[src/design/fetch_params.svh]
`ifndef FETCH_PARAMS_SVH
`define FETCH_PARAMS_SVH

// --------------------
// Bus widths
// --------------------
`define FETCH_ADDR_WIDTH 32
`define FETCH_DATA_WIDTH 32

// --------------------
// Cache geometry
// --------------------
// Byte offset within a word
`define ICACHE_OFFSET_WIDTH 2
// Eight direct-mapped entries
`define ICACHE_INDEX_WIDTH 3

// --------------------
// Backing memory
// --------------------
`define MEM_WORDS 256
// Cycles from accepted request to response pulse
`define MEM_LATENCY 3

`endif
[src/design/fetch_pkg.sv]
`default_nettype none

`include "fetch_params.svh"

package fetch_pkg;

    // Vectors with a meaning on the bus
    typedef logic [`FETCH_ADDR_WIDTH-1:0] addr_t;
    typedef logic [`FETCH_DATA_WIDTH-1:0] word_t;
    typedef logic [`FETCH_DATA_WIDTH/8-1:0] strb_t;

    // Cache address fields
    typedef logic [`ICACHE_INDEX_WIDTH-1:0] index_t;
    typedef logic [`FETCH_ADDR_WIDTH-`ICACHE_INDEX_WIDTH-`ICACHE_OFFSET_WIDTH-1:0] tag_t;

    // --------------------
    // State machines
    // --------------------
    typedef enum logic [2:0] {
        IC_IDLE,
        IC_LOOKUP,
        IC_HIT_HOLD,
        IC_MISS_REQ,
        IC_MISS_WAIT,
        IC_MISS_HOLD
    } icache_state_t;

    typedef enum logic [1:0] {
        ARB_NONE,
        ARB_FETCH,
        ARB_DATA
    } arb_owner_t;

    typedef enum logic [1:0] {
        MEM_IDLE,
        MEM_BUSY,
        MEM_RESPOND
    } mem_state_t;

endpackage

`default_nettype wire

[src/design/bus_arbiter.sv]
`default_nettype none

module bus_arbiter
    import fetch_pkg::*;
(
    input  wire         clock,
    input  wire         reset,

    // Master 0, cache refill
    input  wire         cache_arvalid,
    output logic        cache_arready,
    input  wire  addr_t cache_araddr,
    output logic        cache_rvalid,
    output word_t       cache_rdata,

    // Master 1, data port
    input  wire         data_arvalid,
    output logic        data_arready,
    input  wire  addr_t data_araddr,
    output logic        data_rvalid,
    output word_t       data_rdata,
    input  wire         data_awvalid,
    output logic        data_awready,
    input  wire  addr_t data_awaddr,
    input  wire  word_t data_wdata,
    input  wire  strb_t data_wstrb,
    output logic        data_bvalid,

    // Shared memory bus
    output logic        mem_arvalid,
    input  wire         mem_arready,
    output addr_t       mem_araddr,
    output logic        mem_awvalid,
    input  wire         mem_awready,
    output addr_t       mem_awaddr,
    output word_t       mem_wdata,
    output strb_t       mem_wstrb,
    input  wire         mem_rvalid,
    input  wire  word_t mem_rdata,
    input  wire         mem_bvalid
);

    arb_owner_t owner;
    logic       last_data;
    logic       data_req;
    logic       pick_data;
    logic       accepted;

    assign data_req = data_arvalid || data_awvalid;

    // On a tie, serve whoever lost last time
    assign pick_data = data_req && (!cache_arvalid || !last_data);

    assign accepted = (mem_arvalid && mem_arready) || (mem_awvalid && mem_awready);

    // --------------------
    // Request forwarding
    // --------------------
    always_comb begin
        mem_arvalid   = 1'b0;
        mem_awvalid   = 1'b0;
        cache_arready = 1'b0;
        data_arready  = 1'b0;
        data_awready  = 1'b0;
        if (owner == ARB_NONE) begin
            if (pick_data) begin
                // Write goes first when the data port asks for both
                if (data_awvalid) begin
                    mem_awvalid  = 1'b1;
                    data_awready = mem_awready;
                end else begin
                    mem_arvalid  = 1'b1;
                    data_arready = mem_arready;
                end
            end else if (cache_arvalid) begin
                mem_arvalid   = 1'b1;
                cache_arready = mem_arready;
            end
        end
    end

    assign mem_araddr = pick_data ? data_araddr : cache_araddr;

    // Only the data port writes
    assign mem_awaddr = data_awaddr;
    assign mem_wdata  = data_wdata;
    assign mem_wstrb  = data_wstrb;

    // --------------------
    // Response steering
    // --------------------
    assign cache_rvalid = (owner == ARB_FETCH) && mem_rvalid;
    assign cache_rdata  = mem_rdata;
    assign data_rvalid  = (owner == ARB_DATA) && mem_rvalid;
    assign data_rdata   = mem_rdata;
    assign data_bvalid  = (owner == ARB_DATA) && mem_bvalid;

    always_ff @(posedge clock or posedge reset) begin
        if (reset) begin
            owner     <= ARB_NONE;
            last_data <= 1'b0;
        end else begin
            case (owner)
                ARB_NONE: begin
                    if (accepted) begin
                        owner     <= pick_data ? ARB_DATA : ARB_FETCH;
                        last_data <= pick_data;
                    end
                end
                default: begin
                    // Bus frees up on the response pulse
                    if (mem_rvalid || mem_bvalid) begin
                        owner <= ARB_NONE;
                    end
                end
            endcase
        end
    end

endmodule

`default_nettype wire

[config.mk]
export PLATFORM = sky130hd
export DESIGN_NAME = bus_arbiter
export DESIGN_NICKNAME = d
export VERILOG_FILES = /design/src/design/fetch_pkg.sv /design/src/design/bus_arbiter.sv
export VERILOG_INCLUDE_DIRS = /design/src /design/src/design
export SDC_FILE = /design/constraint.sdc
export NUM_CORES = 1
export LEC_CHECK = 0
export BUFFER_PORTS_ARGS = -buffer_cell sky130_fd_sc_hd__buf_2
export CORE_AREA = 2 2 135 137
export DETAILED_ROUTE_END_ITERATION = 12
export DIE_AREA = 0 0 137 139
export GPL_TIMING_DRIVEN = 0
export PLACE_DENSITY = 0.42
export SLEW_MARGIN = 20
export SYNTH_ARGS = -nofsm -noshare
export SYNTH_HDL_FRONTEND = slang
export SYNTH_SLANG_ARGS = --single-unit
[constraint.sdc]
create_clock -name clock -period 2 [get_ports clock]
set_clock_uncertainty 0.2 [all_clocks]
set_input_delay 0.2 -clock clock [delete_from_list [all_inputs] [get_ports clock]]
set_output_delay 0.2 -clock clock [all_outputs]
set_load 0.01 [all_outputs]
**Word-level counts from Yosys, hierarchy flattened**

Cells that the tools add are included.

- Add/subtract/negate cells: 0
- Multiply operators: 0
- Divide/modulo/power cells: 0
- Order comparisons: 0
- Equality and inequality tests: 3
- Shift-type cells: 0
- Multiplexer cells: 21
- Bitwise operators: 0
- Reductions and logical operators: 16

Operators with widths:

| kind | count |
|---|---|
| $mux W32 | 1 |
| $mux W1 | 16 |
| $mux W2 | 4 |
| $logic_and A1 B1 Y1 | 6 |
| $logic_or A1 B1 Y1 | 4 |
| $reduce_and A2 Y1 | 2 |
| $eq A2 B1 Y1 const B | 1 |
| $eq A2 B2 Y1 const B | 1 |
| $logic_not A1 Y1 | 2 |
| $logic_not A2 Y1 | 1 |
| $ne A2 B2 Y1 const B | 1 |
| $reduce_bool A2 Y1 | 1 |

- Register bits: 3
- Bits in latches: 0
- Memory bits (writable): 0
- Memory bits (read-only): 0
- Bits of input ports: 173
- Output and inout bits: 172
- Logic and storage cells: 42
- Memories: 0

**Logic depth before layout (Yosys ltp)**

- Depth after elaboration: 9
- Mapped depth: 5
- Depth with buffers taken out: 3

**Least setup slack after synthesis**

OpenSTA, ideal clock, no wires.

- Path type: flip-flop to output port
- Start: register last_data
- End: output port mem_araddr[10]
- Arrival time: 1.176 ns
- Data required time: 1.600 ns
- Path slack: 0.424 ns
- Cell stages (with the launch flop): 6
- Buffers on the path: 2
- Cell sequence: dfrtp_1 > nand2_2 > o21a_1 > buf_6 > buf_12 > mux2_4

- Longest elaborated chain between the ends: 4

Ends and longest elaborated chain:

| what | line | source |
|---|---|---|
| from (decl) | bus_arbiter.sv:44 | `logic last_data;` |
| from (signal assigned) | bus_arbiter.sv:107 | `last_data <= pick_data;` |
| $logic_not A1 Y1 | bus_arbiter.sv:52 | `assign pick_data = data_req && (!cache_arvalid \|\| !last_data);` |
| $logic_or A1 B1 Y1 | bus_arbiter.sv:52 |  |
| $logic_and A1 B1 Y1 | bus_arbiter.sv:52 |  |
| $mux W32 | bus_arbiter.sv:82 | `assign mem_araddr = pick_data ? data_araddr : cache_araddr;` |
| to (decl) | bus_arbiter.sv:32 | `output addr_t mem_araddr,` |

Every way passes these cells.

**Final worst setup path**

- Start: register last_data
- End: output port mem_araddr[9]

Same word-level chain as after synthesis.

==> results.ini <==
[worst_setup_path]
critPathBufInv = 3
slowest_stage = dfrtp_1
r2r_cells = 6
arrival_ns = 1.58
crit_type = register to primary output
crit_path_cell_trace = nand2_2 -> o21a_4 -> buf_12 -> clkbuf_16 -> mux2_4 -> buf_6
cp_max_fo = 6
crit_path_end_kind = primary output
startpoint_type = register
r2r_setup_slack_ns = 0.53
required_ns = 1.60
critPathTopFamily = buffers and inverters
cpPeakStageDelay_ns = 0.38
r2r-start = last_data$_DFFE_PP0P_
r2r_end = owner[0]$_DFFE_PP0P_

[synth]
synth_top_area_share_pct = 56.4
synth_top_cell_by_area = buf_4
synth_nets = 371
synth_cell_types = 21
synth_area_leaders = buf_4, mux2_4, dfrtp_1
syn_area_per_cell_sq_um = 8.88
syn_area_sq_um = 1760
synthCells = 198
yosysSeqAreaShare_pct = 4.27
yosys_warnings = 0
synth-seq-cells = 3

[sta]
finalSetupTns_ns = 0
setup_viol = 0
max_freq_ghz = 0.505
hold_slack_ns = 0.0973
slew_violations = 0
rsz0062_at_grt = yes
layout_setup_ws_ns = 0.0216
tightestPinTransition_ns = 0.264
max_slew_margin_pct = 82.4
hold_viol = 0
fin_crit_ns = 1.98
fin_crit_sh_pct = 98.9

[global_route]
grt_pass1_wl_mm = 8.02
overflow = 0
grt_use_total_pct = 5.07
grt_start_max_net_pins = 11
grt_pass1_vias = 1793
antenna_found_initial = 0

[hold_path]
hp-start = mem_bvalid
hold-path-endpoint = owner[1]$_DFFE_PP0P_
hold_depth = 4
hp-class = input pin to register

[cells_and_area]
drive_above_1_share_pct = 93.8
utilization_pct = 20.9
final_common_cell = buf_2
final_cell_mix = buf_2, buf_4, mux2_4
syn2layout_area_growth_pct = 110
finalInstanceArea_sq_um = 3690
nets = 629
fill_cells = 1976
antenna_cells = 0

[placed_design]
hpwl_mm = 5.35
finalWeightedCongestion = 0.709
post_dp_cell_area_sq_um = 3270
post-place-ws_ns = 0.193
portBuffers = 244

[clock_network]
path_clk_slew_ns = 0.03
h-tree-depth = 1
root_buffer = clkbuf_16
cts_tree = built
clockBufferDepth = 2
clk_latency_ns = 0.23
cts_sinks = 3
cts_buffers = 3

[floorplanning]
num_io_pins = 345
die_area_sq_um = 19000
dieWidth_um = 137
coreArea_sq_um = 17700
die_h_um = 139
start_util_pct = 9.96
row_count = 49

[drt]
ant_nets = 0
vias = 2048
drt-vias-per-instance = 2.99
first_iter_violations = 10
routed_wirelength_mm = 6.18
drc_errors = 0
drt_pass1_iterations = 2
avgRoutedWirePerCell_um = 9.04

[job]
maxCapViolCount = 0

[power]
ir_drop_mv = 0.384
p_leak_nw = 2.20
power_density_nw_per_um2 = 513

[status]
outcome = complete, no violations

cell families (layout without fill, tap and decap cells):
| logic type | count (synthesis) | after routing | synth area share, % |
|---|---|---|---|
| AO/OA/AOI/OAI | 7 | 7 | 2.99 |
| multiplexers | 32 | 32 | 26.5 |
| AND/OR/NAND/NOR | 16 | 16 | 4.98 |
| buffers and inverters | 140 | 397 | 61.3 |
| flip-flops | 3 | 3 | 4.27 |
through the flow:
stage	instances	power, mW
CTS	677	1.74
detailed placement	671	1.26
finish	684	1.89
floorplan	198	0.877
global route	684	2.00
global placement	671	1.27
layout make-up:
class | instances | area (sq um) | share of cell area [%]
Buffer | 136 | 1070 | 29.0
Clock buffer | 4 | 78.8 | 2.14
Inverter | 4 | 15.0 | 0.407
Multi-Input combinational cell | 55 | 618 | 16.8
Sequential cell | 3 | 75.1 | 2.04
Tap cell | 229 | 287 | 7.77
Timing Repair Buffer | 253 | 1540 | 41.8
registers in the layout (all words and copies together) (netlist names):
signal	flops
owner	2
last_data	1
where the power goes:
group | total [mW] | internal (mW) | switching [mW]
sequential | 0.104 | 0.0790 | 0.0248
clock | 0.327 | 0.264 | 0.0629
combinational | 1.46 | 0.938 | 0.523
total | 1.89 | 1.28 | 0.610
synthesized netlist by cell type:
cell	instances
buf_4	132
mux2_4	28
inv_1	4
mux2_2	4
nor2_1	4
buf_12	3
dfrtp_1	3
nand2_1	3
and3b_1	2
nor3_1	2
o211ai_1	2
o21ai_0	2
a21bo_2	1
buf_6	1
nand2_2	1
nand3_1	1
nand4_1	1
nand4b_1	1
nor3b_1	1
o211a_1	1
o21a_1	1
worst reg2reg max path: stages (launching register included):
cell and delay, ns:
dfrtp_1 0.35, nand2_2 0.07, o21a_4 0.13, buf_12 0.15, clkbuf_16 0.15, buf_4 0.13, o21ai_0 0.18
routing by layer:
| layer | GRT usage [%] | vias to the layer above | part of all wire [%] |
|---|---|---|---|
| met3 | 0.585 | 2 | 12 |
| li1 | - | 1022 | - |
| met1 | 4.88 | 858 | 31 |
| met4 | 0.977 | 0 | 0.42 |
| met2 | 11.0 | 166 | 57 |
| met5 | 0 | - | 0 |
how the worst max path moves through the flow:
stage,start,end,slack [ns],cells past startpoint
detailed placement,last_data$_DFFE_PP0P_,mem_araddr[30],0.19,6
floorplan,last_data$_DFFE_PP0P_,mem_araddr[10],0.42,5
CTS,last_data$_DFFE_PP0P_,mem_araddr[20],-0.04,6
global route,last_data$_DFFE_PP0P_,mem_araddr[10],-0.01,6
global placement,last_data$_DFFE_PP0P_,mem_araddr[30],0.18,6
finish,last_data$_DFFE_PP0P_,mem_araddr[9],0.02,6
what timing repair did:
item / 4_1_cts / 5_1_grt
resized for setup: 27 / 5
endpoints found under the hold margin: 3 / 0
endpoints found under the setup margin: 28 / 29
gates cloned: 0 / 4
hold buffers: 1 / 0
pin swaps: 1 / 1
buffers inserted: 1 / 3
No activity file was read; power rests on OpenSTA's default activity.
