File: config.mk
export PLATFORM = sky130hd
export DESIGN_NAME = icache
export DESIGN_NICKNAME = d
export VERILOG_FILES = /design/src/design/fetch_pkg.sv /design/src/design/icache.sv
export VERILOG_INCLUDE_DIRS = /design/src /design/src/design
export SDC_FILE = /design/constraint.sdc
export NUM_CORES = 1
export LEC_CHECK = 0
export BUFFER_PORTS_ARGS = -buffer_cell sky130_fd_sc_hd__buf_2
export CAP_MARGIN = 20
export CORE_MARGIN = 5
export CORE_UTILIZATION = 51
export DETAILED_ROUTE_END_ITERATION = 16
export HOLD_SLACK_MARGIN = 0.05
export PLACE_DENSITY = 0.69
export SLEW_MARGIN = 30
export SYNTH_ARGS = -nofsm -noshare
export SYNTH_HDL_FRONTEND = slang
export SYNTH_SLANG_ARGS = --single-unit
File: constraint.sdc
create_clock -name clock -period 13.2 [get_ports clock]
set_clock_uncertainty 0.1 [all_clocks]
set_input_delay 1.32 -clock clock [delete_from_list [all_inputs] [get_ports clock]]
set_output_delay 1.32 -clock clock [all_outputs]
set_load 0.005 [all_outputs]
File: src/design/fetch_params.svh
`ifndef FETCH_PARAMS_SVH
`define FETCH_PARAMS_SVH

// --------------------
// Bus widths
// --------------------
`define FETCH_ADDR_WIDTH 32
`define FETCH_DATA_WIDTH 32

// --------------------
// Cache geometry
// --------------------
// Byte offset within a word
`define ICACHE_OFFSET_WIDTH 2
// Eight direct-mapped entries
`define ICACHE_INDEX_WIDTH 3

// --------------------
// Backing memory
// --------------------
`define MEM_WORDS 256
// Cycles from accepted request to response pulse
`define MEM_LATENCY 3

`endif
File: src/design/fetch_pkg.sv
`default_nettype none

`include "fetch_params.svh"

package fetch_pkg;

    // Vectors with a meaning on the bus
    typedef logic [`FETCH_ADDR_WIDTH-1:0] addr_t;
    typedef logic [`FETCH_DATA_WIDTH-1:0] word_t;
    typedef logic [`FETCH_DATA_WIDTH/8-1:0] strb_t;

    // Cache address fields
    typedef logic [`ICACHE_INDEX_WIDTH-1:0] index_t;
    typedef logic [`FETCH_ADDR_WIDTH-`ICACHE_INDEX_WIDTH-`ICACHE_OFFSET_WIDTH-1:0] tag_t;

    // --------------------
    // State machines
    // --------------------
    typedef enum logic [2:0] {
        IC_IDLE,
        IC_LOOKUP,
        IC_HIT_HOLD,
        IC_MISS_REQ,
        IC_MISS_WAIT,
        IC_MISS_HOLD
    } icache_state_t;

    typedef enum logic [1:0] {
        ARB_NONE,
        ARB_FETCH,
        ARB_DATA
    } arb_owner_t;

    typedef enum logic [1:0] {
        MEM_IDLE,
        MEM_BUSY,
        MEM_RESPOND
    } mem_state_t;

endpackage

`default_nettype wire

File: src/design/icache.sv
`default_nettype none

`include "fetch_params.svh"

module icache
    import fetch_pkg::*;
(
    input  wire         clock,
    input  wire         reset,

    // Fetch request
    input  wire         ifu_arvalid,
    output logic        ifu_arready,
    input  wire  addr_t ifu_araddr,

    // Fetch response, the only one with back-pressure
    output logic        ifu_rvalid,
    input  wire         ifu_rready,
    output word_t       ifu_rdata,

    // Refill bus toward the arbiter
    output logic        cache_arvalid,
    input  wire         cache_arready,
    output addr_t       cache_araddr,
    input  wire         cache_rvalid,
    input  wire  word_t cache_rdata
);

    localparam int ENTRIES = 1 << `ICACHE_INDEX_WIDTH;
    localparam int TAG_LSB = `ICACHE_OFFSET_WIDTH + `ICACHE_INDEX_WIDTH;

    icache_state_t      state;
    icache_state_t      state_next;
    addr_t              addr_q;
    index_t             index;
    tag_t               tag;
    logic               hit;
    logic               fill;

    // Entry storage
    word_t              data_mem [ENTRIES];
    tag_t               tag_mem  [ENTRIES];
    logic [ENTRIES-1:0] valid_q;

    // --------------------
    // Lookup
    // --------------------
    assign index = addr_q[`ICACHE_OFFSET_WIDTH +: `ICACHE_INDEX_WIDTH];
    assign tag   = addr_q[`FETCH_ADDR_WIDTH-1:TAG_LSB];
    assign hit   = valid_q[index] && (tag_mem[index] == tag);

    // Refill word arrives
    assign fill = (state == IC_MISS_WAIT) && cache_rvalid;

    assign ifu_arready   = (state == IC_IDLE);
    assign cache_arvalid = (state == IC_MISS_REQ);
    assign cache_araddr  = addr_q;

    // Forward the refill word directly, otherwise read the array
    assign ifu_rdata = fill ? cache_rdata : data_mem[index];

    // --------------------
    // Next state
    // --------------------
    always_comb begin
        ifu_rvalid = 1'b0;
        state_next = state;
        case (state)
            IC_IDLE: begin
                if (ifu_arvalid) begin
                    state_next = IC_LOOKUP;
                end
            end
            IC_LOOKUP: begin
                if (hit) begin
                    ifu_rvalid = 1'b1;
                    state_next = ifu_rready ? IC_IDLE : IC_HIT_HOLD;
                end else begin
                    state_next = IC_MISS_REQ;
                end
            end
            IC_MISS_REQ: begin
                if (cache_arready) begin
                    state_next = IC_MISS_WAIT;
                end
            end
            IC_MISS_WAIT: begin
                if (cache_rvalid) begin
                    ifu_rvalid = 1'b1;
                    state_next = ifu_rready ? IC_IDLE : IC_MISS_HOLD;
                end
            end
            // Both hold states replay the entry that is now in the array
            IC_HIT_HOLD,
            IC_MISS_HOLD: begin
                ifu_rvalid = 1'b1;
                if (ifu_rready) begin
                    state_next = IC_IDLE;
                end
            end
            default: begin
                state_next = IC_IDLE;
            end
        endcase
    end

    always_ff @(posedge clock or posedge reset) begin
        if (reset) begin
            state   <= IC_IDLE;
            valid_q <= '0;
        end else begin
            state <= state_next;
            if (fill) begin
                valid_q[index] <= 1'b1;
            end
        end
    end

    // Address latch and entry write
    always_ff @(posedge clock) begin
        if (ifu_arvalid && ifu_arready) begin
            addr_q <= ifu_araddr;
        end
        if (fill) begin
            data_mem[index] <= cache_rdata;
            tag_mem[index]  <= tag;
        end
    end

endmodule

`default_nettype wire

* Word level (Yosys, flattened, before mapping) *
Memories as Yosys holds them, arrays and structs flattened. A register that Yosys moved wholly into a read port is not among the register bits.
Index checks and enable logic that the tools add are counted.

operators by class
  divide/modulo/power cells = 0
  reduce and logical (&&, ||, !) cells = 7
  $mul = 0
  shift-type cells = 0
  multiplexer cells = 20
  magnitude comparators = 2
  $add $sub $neg = 0
  equality and inequality tests = 10
  bitwise gates (word level) = 1

operator list
  operator                                             number
  2-to-1 mux 32 bit                                    1
  == test 27 bit                                       1
  2-to-1 mux 3 bit                                     7
  one-hot mux 3 bit (5 select lines)                   1
  bitwise OR 8 bit                                     1
  == test 3 x 2 -> 1 bit, second input constant        2
  == test 3 bit, second input constant                 2
  2-to-1 mux 1 bit                                     6
  != test 2 bit, second input constant                 3
  logical AND 1 bit                                    4
  < comparator 3 x 4 -> 1 bit, second input constant   1
  2-to-1 mux 2 bit                                     2
  AND reduction 4 bit                                  1
  binary-select mux 1 bit (select 3 bit)               1
  demux 1 bit (select 3 bit)                           1
  == test 3 x 1 -> 1 bit, second input constant        1
  >= comparator 3 x 1 -> 1 bit, second input constant  1
  logical NOT 3 bit                                    1
  one-hot mux 1 bit (3 select lines)                   1
  != test 2 x 1 -> 1 bit, second input constant        1
  OR reduction 2 bit                                   1

storage, ports and cells
  memories = 2
  ROM bits = 0
  bits in registers = 43
  bits in latches = 0
  memory bits (writable) = 472

memories
  memory    words  width  read ports  clocked after memory_dff  wr ports  RTL line      source
  data_mem  8      32     1           1                         1         icache.sv:41  word_t data_mem [ENTRIES];
  tag_mem   8      27     1           1                         1         icache.sv:42  tag_t tag_mem [ENTRIES];

* Logic depth before layout (Yosys ltp) *
Gate-level depths: netlist of run 1.

  depth in word-level cells = 5
  mapped depth = 10

* Worst setup path before layout of run 1 *
Ideal clock, no wire load.

  path type = input-to-reg
  start = input port cache_rvalid
  end = register valid_q[0]
  library setup time = 0.100 ns
  path slack = 5.311 ns
  path buffers = 0
  data arrival time = 7.690 ns
  required time = 13.000 ns
  cell stages on the path = 3
  path through = nand3_1 nor4_1 or2_2

between the ends
  longest elaborated chain between the ends = 1

ends and longest elaborated chain
  what                            RTL line       source
  start: declaration              icache.sv:25   input wire cache_rvalid,
  logical AND 1 bit               icache.sv:53   assign fill = (state == IC_MISS_WAIT) && cache_rvalid;
  end signal: assignment          icache.sv:110  valid_q <= '0;
  end signal: indexed assignment  icache.sv:114  valid_q[index] <= 1'b1;
  end: declaration                icache.sv:43   logic [ENTRIES-1:0] valid_q;

No other way between the ends.
A chain may end at the register's enable or synchronous reset.

==> results.cfg, run 1 <==
[route]
drc = 0
wirelength_um = 38500
antenna_left = 0
wl_per_cell_um = 23.2
avgViaCountPerCell = 5.70
firstDrtPassIters = 6
via_count = 9464
drt_iter0_drc = 813

[clock_network]
holdBufCountCts = 0
path_clk_slew_ns = 0.06
numCtsBuffers = 51
post_cts_resized = 0
cts_num_sinks = 518
root_buffer = clkbuf_16
cts_buffer_depth = 3
cts_tree = done
cts.htree.levels = 2
clk_latency_ns = 0.58
post_cts_buffers = 0

[floorplanning]
initial_utilization = 0.518
dieArea_um2 = 43400
die_w_um = 208
io_pins = 137
die_h_um = 208
num_rows = 72
coreArea_um2 = 38700

[critical_path]
end_kind = output pin
crit_type = register to output pin
rr_worst_depth = 8
ff2ff_setup_slack_ns = 9.55
r2r_end = state[0]$_DFFE_PP0P_
path_max_fanout = 58
crit_path_end = ifu_rvalid
cp.arrival_ns = 4.10
cp.required_ns = 11.78
start_kind = register

[synth]
synthCells = 940
ys_seq_elements = 518
yosysTopAreaCell = edfxtp_1
syn-cell-area_um2 = 20100
synth_edf_count = 504
synthTopCellsByArea = edfxtp_1 75%, mux4_2 11%, mux2i_1 3.7%
ys_seq_area_frac = 0.771
avgSynthCellArea_um2 = 21.3
ys.flop_type = edfxtp_1
synth_async_sr_flop_share = 0.0212
synth.net_count = 1010
synth_cell_type_count = 44
yosysTopAreaCellShare = 0.755
yosys_warnings = 0

[min_path]
hold_class = register to register
min_delay_path_depth = 1

[grt]
grt_start_max_net_pins = 65
grt_pass1_vias = 9777
grt_first_pass_wirelength_um = 58900
grt_util_all_layers = 0.177
antenna_found_initial = 0
grt_overflow = 0

[layout]
mostFrequentLayoutCells = 504 x edfxtp_1, 136 x buf_2, 98 x mux4_2
diodes = 0
area_growth_pct = 14.3
finalNetCount = 1172
final_common_cell = edfxtp_1
multi_input_area_um2 = 4380
regArea_um2 = 15500
fillCellCount = 2807
layout-drive-gt1-share = 0.306

[pwr]
seq_power_share = 0.501
p_switching_mw = 0.990
ir_drop_v = 0.000116
power.density_nw_per_um2 = 173
total_power_mw = 3.96
leakage_nw = 7.66
power.share.clock = 0.334
switching_share = 0.250
p_comb_frac = 0.165
intPower_mw = 2.97

[sta]
drv_slew = 0
rsz0062_at_grt = false
tightest_slew_ns = 0.874
fmax_ghz = 0.181
hold_viol_final = 0
final.setup.tns_ns = 0
period_minus_slack_ns = 5.52
setup_viol = 0
slew_headroom = 0.416
min_period_over_period = 0.418

[outcome]
status = finished, final reports clean

[run]
maxCapViolations = 0

[place]
gp_congestion = 0.722
dp_hpwl_um = 20900
portBuffers = 136
[sequential cells by signal, indices dropped and copies added, names as in the netlist, named ones only]
| register | count |
|---|---|
| valid_q | 8 |
| data_mem | 256 |
| tag_mem | 216 |
| state | 3 |
| cache_araddr | 32 |
[routing by layer]
| layer | up-vias | GRT usage | routed length [um] |
|---|---|---|---|
| met1 | 4921 | 0.258 | 16900 |
| met3 | 61 | 0.0327 | 2260 |
| li1 | 4205 | - | - |
| met5 | - | 0 | 0 |
| met2 | 277 | 0.280 | 18500 |
| met4 | 0 | 0.0469 | 791 |
[kinds of logic (layout without fill, tap and decap cells)]
logic type      count (synthesis)  after routing  synth area share
flops                         518            518             0.771
simple gates                  101            101            0.0254
xor+xnor                       20             20           0.00873
mux                           187            187             0.163
compound gates                 65             65            0.0190
buf+inv                        49            251            0.0127
[Yosys cell counts, drive strengths merged (2+ instances only)]
master	number
nand4	5
a21oi	6
dfrtp	11
nor3	6
mux2i	75
xnor2	4
nor4	4
o21ai	37
xor2	16
nand2	38
nand3	3
nor2	13
o22ai	2
edfxtp	504
mux4	108
clkbuf	16
nor2b	7
nand2b	5
dfxtp	3
or2	8
a22oi	10
a21o	2
mux2	4
and3	7
and2	3
buf	32
[worst min-delay path by stage]
| stage | from | end | slack, ns |
|---|---|---|---|
| 2_1_floorplan | valid_q[1]$_DFFE_PP0P_ | valid_q[1]$_DFFE_PP0P_ | 0.33 |
| 3_3_place_gp | valid_q[7]$_DFFE_PP0P_ | valid_q[7]$_DFFE_PP0P_ | 0.35 |
| 3_5_place_dp | valid_q[7]$_DFFE_PP0P_ | valid_q[7]$_DFFE_PP0P_ | 0.35 |
| 4_1_cts | valid_q[7]$_DFFE_PP0P_ | valid_q[7]$_DFFE_PP0P_ | 0.37 |
| 5_1_grt | valid_q[3]$_DFFE_PP0P_ | valid_q[3]$_DFFE_PP0P_ | 0.38 |
| 6_report | valid_q[3]$_DFFE_PP0P_ | valid_q[3]$_DFFE_PP0P_ | 0.36 |
[critical path, cell delays in order (launching register included)]
cell     delay [ns]
dfxtp_4        0.90
buf_4          0.77
mux4_2         0.59
mux2i_1        0.19
xor2_1         0.16
nand4_1        0.10
nor4_2         0.32
nand4_1        0.17
o21ai_1        0.14
buf_2          0.12
[power groups by stage]
| stage | clock [mW] | combinational [mW] | sequential (mW) |
|---|---|---|---|
| 5_1_grt | 1.43 | 0.719 | 2.00 |
| 4_1_cts | 1.36 | 0.669 | 1.99 |
| 6_report | 1.32 | 0.652 | 1.99 |
| 3_3_place_gp | 0 | 0.640 | 2.03 |
| 3_5_place_dp | 0 | 0.666 | 2.02 |
| 2_1_floorplan | 0 | 0.514 | 1.96 |
[stage by stage]
step / std cells / hold slack [ns] / worst slack [ns] / util / instance area (um^2)
2_1_floorplan: 940 / 0.334 / 5.31 / - / 20100
3_3_place_gp: 1565 / 0.347 / 8.12 / 0.551 / 21300
3_5_place_dp: 1567 / 0.352 / 8.21 / 0.552 / 21400
4_1_cts: 1660 / 0.366 / 7.57 / 0.592 / 22900
5_1_grt: 1660 / 0.382 / 7.38 / 0.592 / 22900
6_report: 1660 / 0.362 / 7.68 / 0.592 / 22900
[area by class of cell]
type | count | share of cell area
Tap cell | 518 | 0.0283
Timing Repair Buffer | 157 | 0.0388
Clock buffer | 64 | 0.0578
Clock inverter | 29 | 0.00830
Multi-Input combinational cell | 373 | 0.191
Inverter | 1 | 0.000164
Sequential cell | 518 | 0.675
(Power assumes the default switching activity.)
==> run 2, diff against run 1 <==
Settings changed: ABC_AREA set to 1, PLACE_DENSITY 0.69 to 0.72.
Clock period 13.2 ns to 4.61 ns, I/O delays scaled along.
==> run 2 against run 1 <==
  * Total power rose to 3.3 times the previous value
  * Critical path depth rose by 7
  * Count of clock-buffer cells in the layout up 4
  * Clock power grew to 3.2 times the previous value
  * Via count is 51% higher
  * Combinational power grew to 5.1 times the previous value
  * Synthesized cell count increased by 93%
  * Cell count up 56%
  * Synthesized area rose by 6.3%
  * Global-route usage up 3.4 points
==> results.cfg, run 2 <==
[place]
place_ws_ns = 1.19
dp_hpwl_um = 26100
gp_congestion = 0.787
portBuffers = 136

[floorplanning]
initial_utilization = 0.512
dieArea_um2 = 46000
die_h_um = 214
num_rows = 75
coreArea_um2 = 41700
io_pins = 137
die_w_um = 214

[clock_network]
cts.htree.levels = 2
cts_buffer_depth = 3
post_cts_resized = 0
cts_num_sinks = 518
path_clk_slew_ns = 0.06
root_buffer = clkbuf_16
cts_tree = done
numCtsBuffers = 53
clk_latency_ns = 0.60

[pwr]
switching_share = 0.318
power.density_nw_per_um2 = 528
intPower_mw = 8.96
p_comb_frac = 0.251
p_switching_mw = 4.18
power.share.clock = 0.320
seq_power_share = 0.429
ir_drop_v = 0.000367
leakage_nw = 9.52

[critical_path]
crit_top_cell = nand2_1
cp.arrival_ns = 3.46
max_stage_delay_ns = 0.76
path_max_fanout = 111
critPathTopFamily = simple AND/OR/NAND/NOR gates
cp.required_ns = 4.05
slowest_stage = dfxtp_4
crit_type = register to output pin
start_kind = register
crit_chain = buf_12 > nand2_1 > nand2_1 > nand2_1 > nand3_1 > nand2_1 > nand2_1 > nand2_1 > inv_1 > nand2_1 > nor2_1 > nand2_1 > nor2_1 > nand3_1 > nand4_1 > buf_2
path_buf_inv = 3
end_kind = output pin

[sta]
setup_viol = 0
final.setup.tns_ns = 0
period_minus_slack_ns = 4.02
rsz0062_at_grt = false
drv_slew = 0
tightest_slew_ns = 0.998
hold_viol_final = 0
slew_headroom = 0.334
layout_setup_ws_ns = 0.592
min_period_over_period = 0.871
fmax_ghz = 0.249

[grt]
grt_overflow = 0
grt_util_all_layers = 0.211
grt_pass1_vias = 14100
grt_start_max_net_pins = 112
antenna_found_initial = 3
grt_first_pass_wirelength_um = 77400

[synth]
yosysTopAreaCell = edfxtp_1
yosys_warnings = 0
synth.net_count = 1887
yosysTopAreaCellShare = 0.710
ys_seq_area_frac = 0.726
synthTopCellsByArea = edfxtp_1 71%, nand2_1 7.0%, nor2_1 3.8%
ys.flop_type = edfxtp_1
ys_seq_elements = 518
avgSynthCellArea_um2 = 11.7
syn-cell-area_um2 = 21300
synthCells = 1817
synth_cell_type_count = 25
synth_edf_count = 504
synth_async_sr_flop_share = 0.0212
yosysMostFrequentCell = edfxtp_1
synth_common_cells = 504 x edfxtp_1, 400 x nand2_1, 215 x nor2_1, 172 x inv_1, 159 x nand3_1

[run]
maxCapViolations = 0

[route]
drc = 0
drt_iter0_drc = 1264
wl_per_cell_um = 19.1
wirelength_um = 49400
firstDrtPassIters = 6
antenna_left = 0
via_count = 14300
avgViaCountPerCell = 5.54

[layout]
area_growth_pct = 16.8
finalNetCount = 2073
largest_reg_flops = 256
fillCellCount = 3282
layout-drive-gt1-share = 0.125
regMostFlops = data_mem
final_common_cell = edfxtp_1
mostFrequentLayoutCells = 504 x edfxtp_1, 400 x nand2_1, 207 x nor2_1

[min_path]
hold_class = primary input to register
hp-start = cache_rdata[25]

[outcome]
status = finished, final reports clean
run 2: metal layers:
layer	GRT usage	vias to the layer above	wire length, um
met3	0.0412	114	3740
met2	0.353	612	23900
li1	-	6672	-
met5	0	-	0
met4	0.0672	0	1380
met1	0.281	6926	20300
run 2: cell type report:
cell class                 count  area [um^2]  share of cell area
multi-input combinational   1028         4730               0.190
timing repair buffer         227         1650              0.0662
clock inverter                29          322              0.0129
tap                          539          674              0.0271
sequential                   518        15500               0.621
clock buffer                  68         1380              0.0555
antenna                        3         7.51            0.000301
inverter                     175          663              0.0266
run 2: worst paths after layout:
kind | slack [ns] | endpoint | depth (start not counted)
max in group asynchronous | 3.77 | valid_q[3]$_DFFE_PP0P_ | 3
worst min-delay path | 0.08 | data_mem[1][25]$_DFFE_PP_ | 1
worst min register to register | 0.37 | valid_q[7]$_DFFE_PP0P_ | 2
worst max-delay path | 0.59 | ifu_rvalid | 16
worst max register to register | 1.62 | state[0]$_DFFE_PP0P_ | 18
min in group asynchronous | 0.32 | valid_q[7]$_DFFE_PP0P_ | 3
run 2: through the flow:
| step | std cells | hold WS (ns) | utilization | cell area, um^2 | total power, mW |
|---|---|---|---|---|---|
| 2_1_floorplan | 1817 | 0.213 | - | 21300 | 7.92 |
| 3_3_place_gp | 2422 | 0.340 | 0.541 | 22500 | 8.88 |
| 3_5_place_dp | 2422 | 0.352 | 0.541 | 22500 | 8.98 |
| 4_1_cts | 2583 | 0.0531 | 0.597 | 24900 | 13.2 |
| 5_1_grt | 2587 | 0.0695 | 0.598 | 24900 | 13.9 |
| 6_report | 2587 | 0.0769 | 0.598 | 24900 | 13.1 |
run 2: worst reg2reg max path, cell delays in order, from the launching register on:
cell and delay [ns]:
dfxtp_4 0.76, buf_12 0.46, nand2_1 0.17, nand2_1 0.09
nand2_1 0.05, nand3_1 0.11, nand2_1 0.07, nand2_1 0.08
nand2_1 0.06, inv_1 0.04, nand2_1 0.06, nor2_1 0.19
nand2_1 0.08, nor2_1 0.16, nand2_1 0.16, nand2_1 0.10
nand2_1 0.05, nand2_1 0.05, nand2_1 0.04
run 2: cells by family (layout without fill, tap and decap cells):
kind of cell	after synthesis	in the layout	share of synthesized area
compound gates	231	231	0.0657
simple gates	797	797	0.153
buf+inv	271	499	0.0558
other cells	0	3	0
flops	518	518	0.726
run 2: power groups by stage:
stage          Clock [mW]  Combinational [mW]  Sequential (mW)
2_1_floorplan           0                2.30             5.62
3_3_place_gp            0                3.15             5.73
3_5_place_dp            0                3.24             5.74
4_1_cts              4.28                3.31             5.64
5_1_grt              4.50                3.70             5.67
6_report             4.20                3.30             5.64
run 2: timing repair:
action	4_1_cts	5_1_grt
hold buffers	64	0
setup buffers	0	0
hold endpoints to repair	293	0
endpoints found under the setup margin	0	0
==> run 3, diff against run 2 <==
Settings changed: CORE_MARGIN 5 to 2.
==> run 3 against run 2 <==
  * Via count is 1.7% lower
  * Critical path depth is 1 lower
  * Critical endpoint unchanged
  * Flip-flop and latch count stayed put
  * Sequential power is 1% lower
  * Highest routed layer unchanged
==> results.cfg, run 3 (synthesis gave the netlist of run 2 again) <==
[run]
maxCapViolations = 0

[pwr]
total_power_mw = 12.8
ir_drop_v = 0.000420
power.density_nw_per_um2 = 519
leakage_nw = 9.42

[sta]
slew_headroom = 0.315
tightest_slew_ns = 1.03
drv_slew = 0
final.setup.tns_ns = 0
min_period_over_period = 0.878
layout_setup_ws_ns = 0.562
rsz0062_at_grt = false
hold_viol_final = 0
period_minus_slack_ns = 4.05
fmax_ghz = 0.247
setup_viol = 0

[outcome]
status = finished, final reports clean

[critical_path]
path_max_fanout = 74
end_kind = output pin
cp.required_ns = 4.05
start_kind = register
cp.arrival_ns = 3.49
ff2ff_setup_slack_ns = 1.56
crit_type = register to output pin

[floorplanning]
die_h_um = 208
io_pins = 137
initial_utilization = 0.520
coreArea_um2 = 41000
die_w_um = 208
dieArea_um2 = 43500
num_rows = 74

[layout]
regMostFlops = data_mem
multi_input_area_um2 = 4730
layout-drive-gt1-share = 0.125
fillCellCount = 3218
final_cell_count_no_fill = 2573
mostFrequentLayoutCells = 504 x edfxtp_1, 400 x nand2_1, 207 x nor2_1
design_area_um2 = 24700
area_growth_pct = 15.8
finalNetCount = 2069
final_common_cell = edfxtp_1
largest_reg_flops = 256
regArea_um2 = 15500

[route]
via_count = 14100
drt_iter0_drc = 1408
wl_per_cell_um = 19.1
wirelength_um = 49000
firstDrtPassIters = 6
avgViaCountPerCell = 5.47
antenna_left = 0
drc = 0

[grt]
grt_start_max_net_pins = 246
grt_pass1_vias = 13800
grt_util_all_layers = 0.224
grt_overflow = 0
grt_first_pass_wirelength_um = 75600
antenna_found_initial = 2

[clock_network]
root_buffer = clkbuf_16
cts_tree = done
post_cts_buffers = 0
path_clk_slew_ns = 0.06
clk_latency_ns = 0.61
cts_num_sinks = 518
post_cts_resized = 0
cts_buffer_depth = 3
cts.htree.levels = 2
holdBufCountCts = 64
numCtsBuffers = 52

[place]
portBuffers = 136
place_inst = 2412
gp_congestion = 0.805
place_ws_ns = 1.18
post_dp_cell_area_um2 = 22500
dp_hpwl_um = 24600

[min_path]
hold_class = primary input to register
run 3: cell types whose count changed in the layout (fill, tap and decap cells not counted), sizes merged:
cell,change
buf,-3
bufinv,-6
clkinvlp,+3
diode,-1
run 3: report_power, final:
| group | total [mW] | internal (mW) | leakage [nW] | switching, mW |
|---|---|---|---|---|
| clock network | 3.88 | 2.15 | 0.759 | 1.73 |
| registers | 5.58 | 5.41 | 4.70 | 0.174 |
| logic | 3.35 | 1.09 | 3.96 | 2.26 |
| total | 12.8 | 8.64 | 9.42 | 4.17 |
run 3: area by class of cell:
type,count,share of cell area
repair buffers,224,0.0641
diodes,2,0.000203
clock buffers,68,0.0568
multi-input cells,1028,0.192
flip-flops and latches,518,0.627
clock inverters,26,0.00623
inverters,175,0.0269
well taps,532,0.0270
run 3: routing by layer:
| metal | track usage | up-vias | wire [um] |
|---|---|---|---|
| li1 | - | 6665 | - |
| met1 | 0.290 | 6820 | 20400 |
| met2 | 0.380 | 491 | 23900 |
| met3 | 0.0402 | 105 | 3380 |
| met4 | 0.0871 | 0 | 1400 |
| met5 | 0 | - | 0 |
run 3: worst max-delay path, cell delays in order (launching register included):
cell     delay, ns
dfxtp_4       0.34
buf_4         0.46
buf_4         0.76
nand3_1       0.15
nand3_1       0.14
nand2_1       0.07
nand2_1       0.06
nand2_1       0.06
inv_1         0.04
nand2_1       0.08
nor2_1        0.10
nand2_1       0.05
nor2_1        0.12
nand3_1       0.16
nand4_1       0.14
buf_2         0.14
run 3: path summary, 6_finish.rpt:
path / start / endpoint / cells past startpoint
max in group asynchronous: reset / state[1]$_DFFE_PP0P_ / 3
setup / recovery: register / ifu_rvalid / 15
setup reg to reg: register / state[0]$_DFFE_PP0P_ / 17
hold reg to reg: valid_q[2]$_DFFE_PP0P_ / valid_q[2]$_DFFE_PP0P_ / 1
hold / removal: cache_rdata[25] / data_mem[3][25]$_DFFE_PP_ / 1
min in group asynchronous: reset / valid_q[1]$_DFFE_PP0P_ / 3
run 3: per-stage QoR:
step            util  hold slack (ns)
6_report       0.602           0.0712
5_1_grt        0.602           0.0811
4_1_cts        0.601           0.0642
3_5_place_dp   0.547            0.356
3_3_place_gp   0.547            0.335
2_1_floorplan      -            0.213
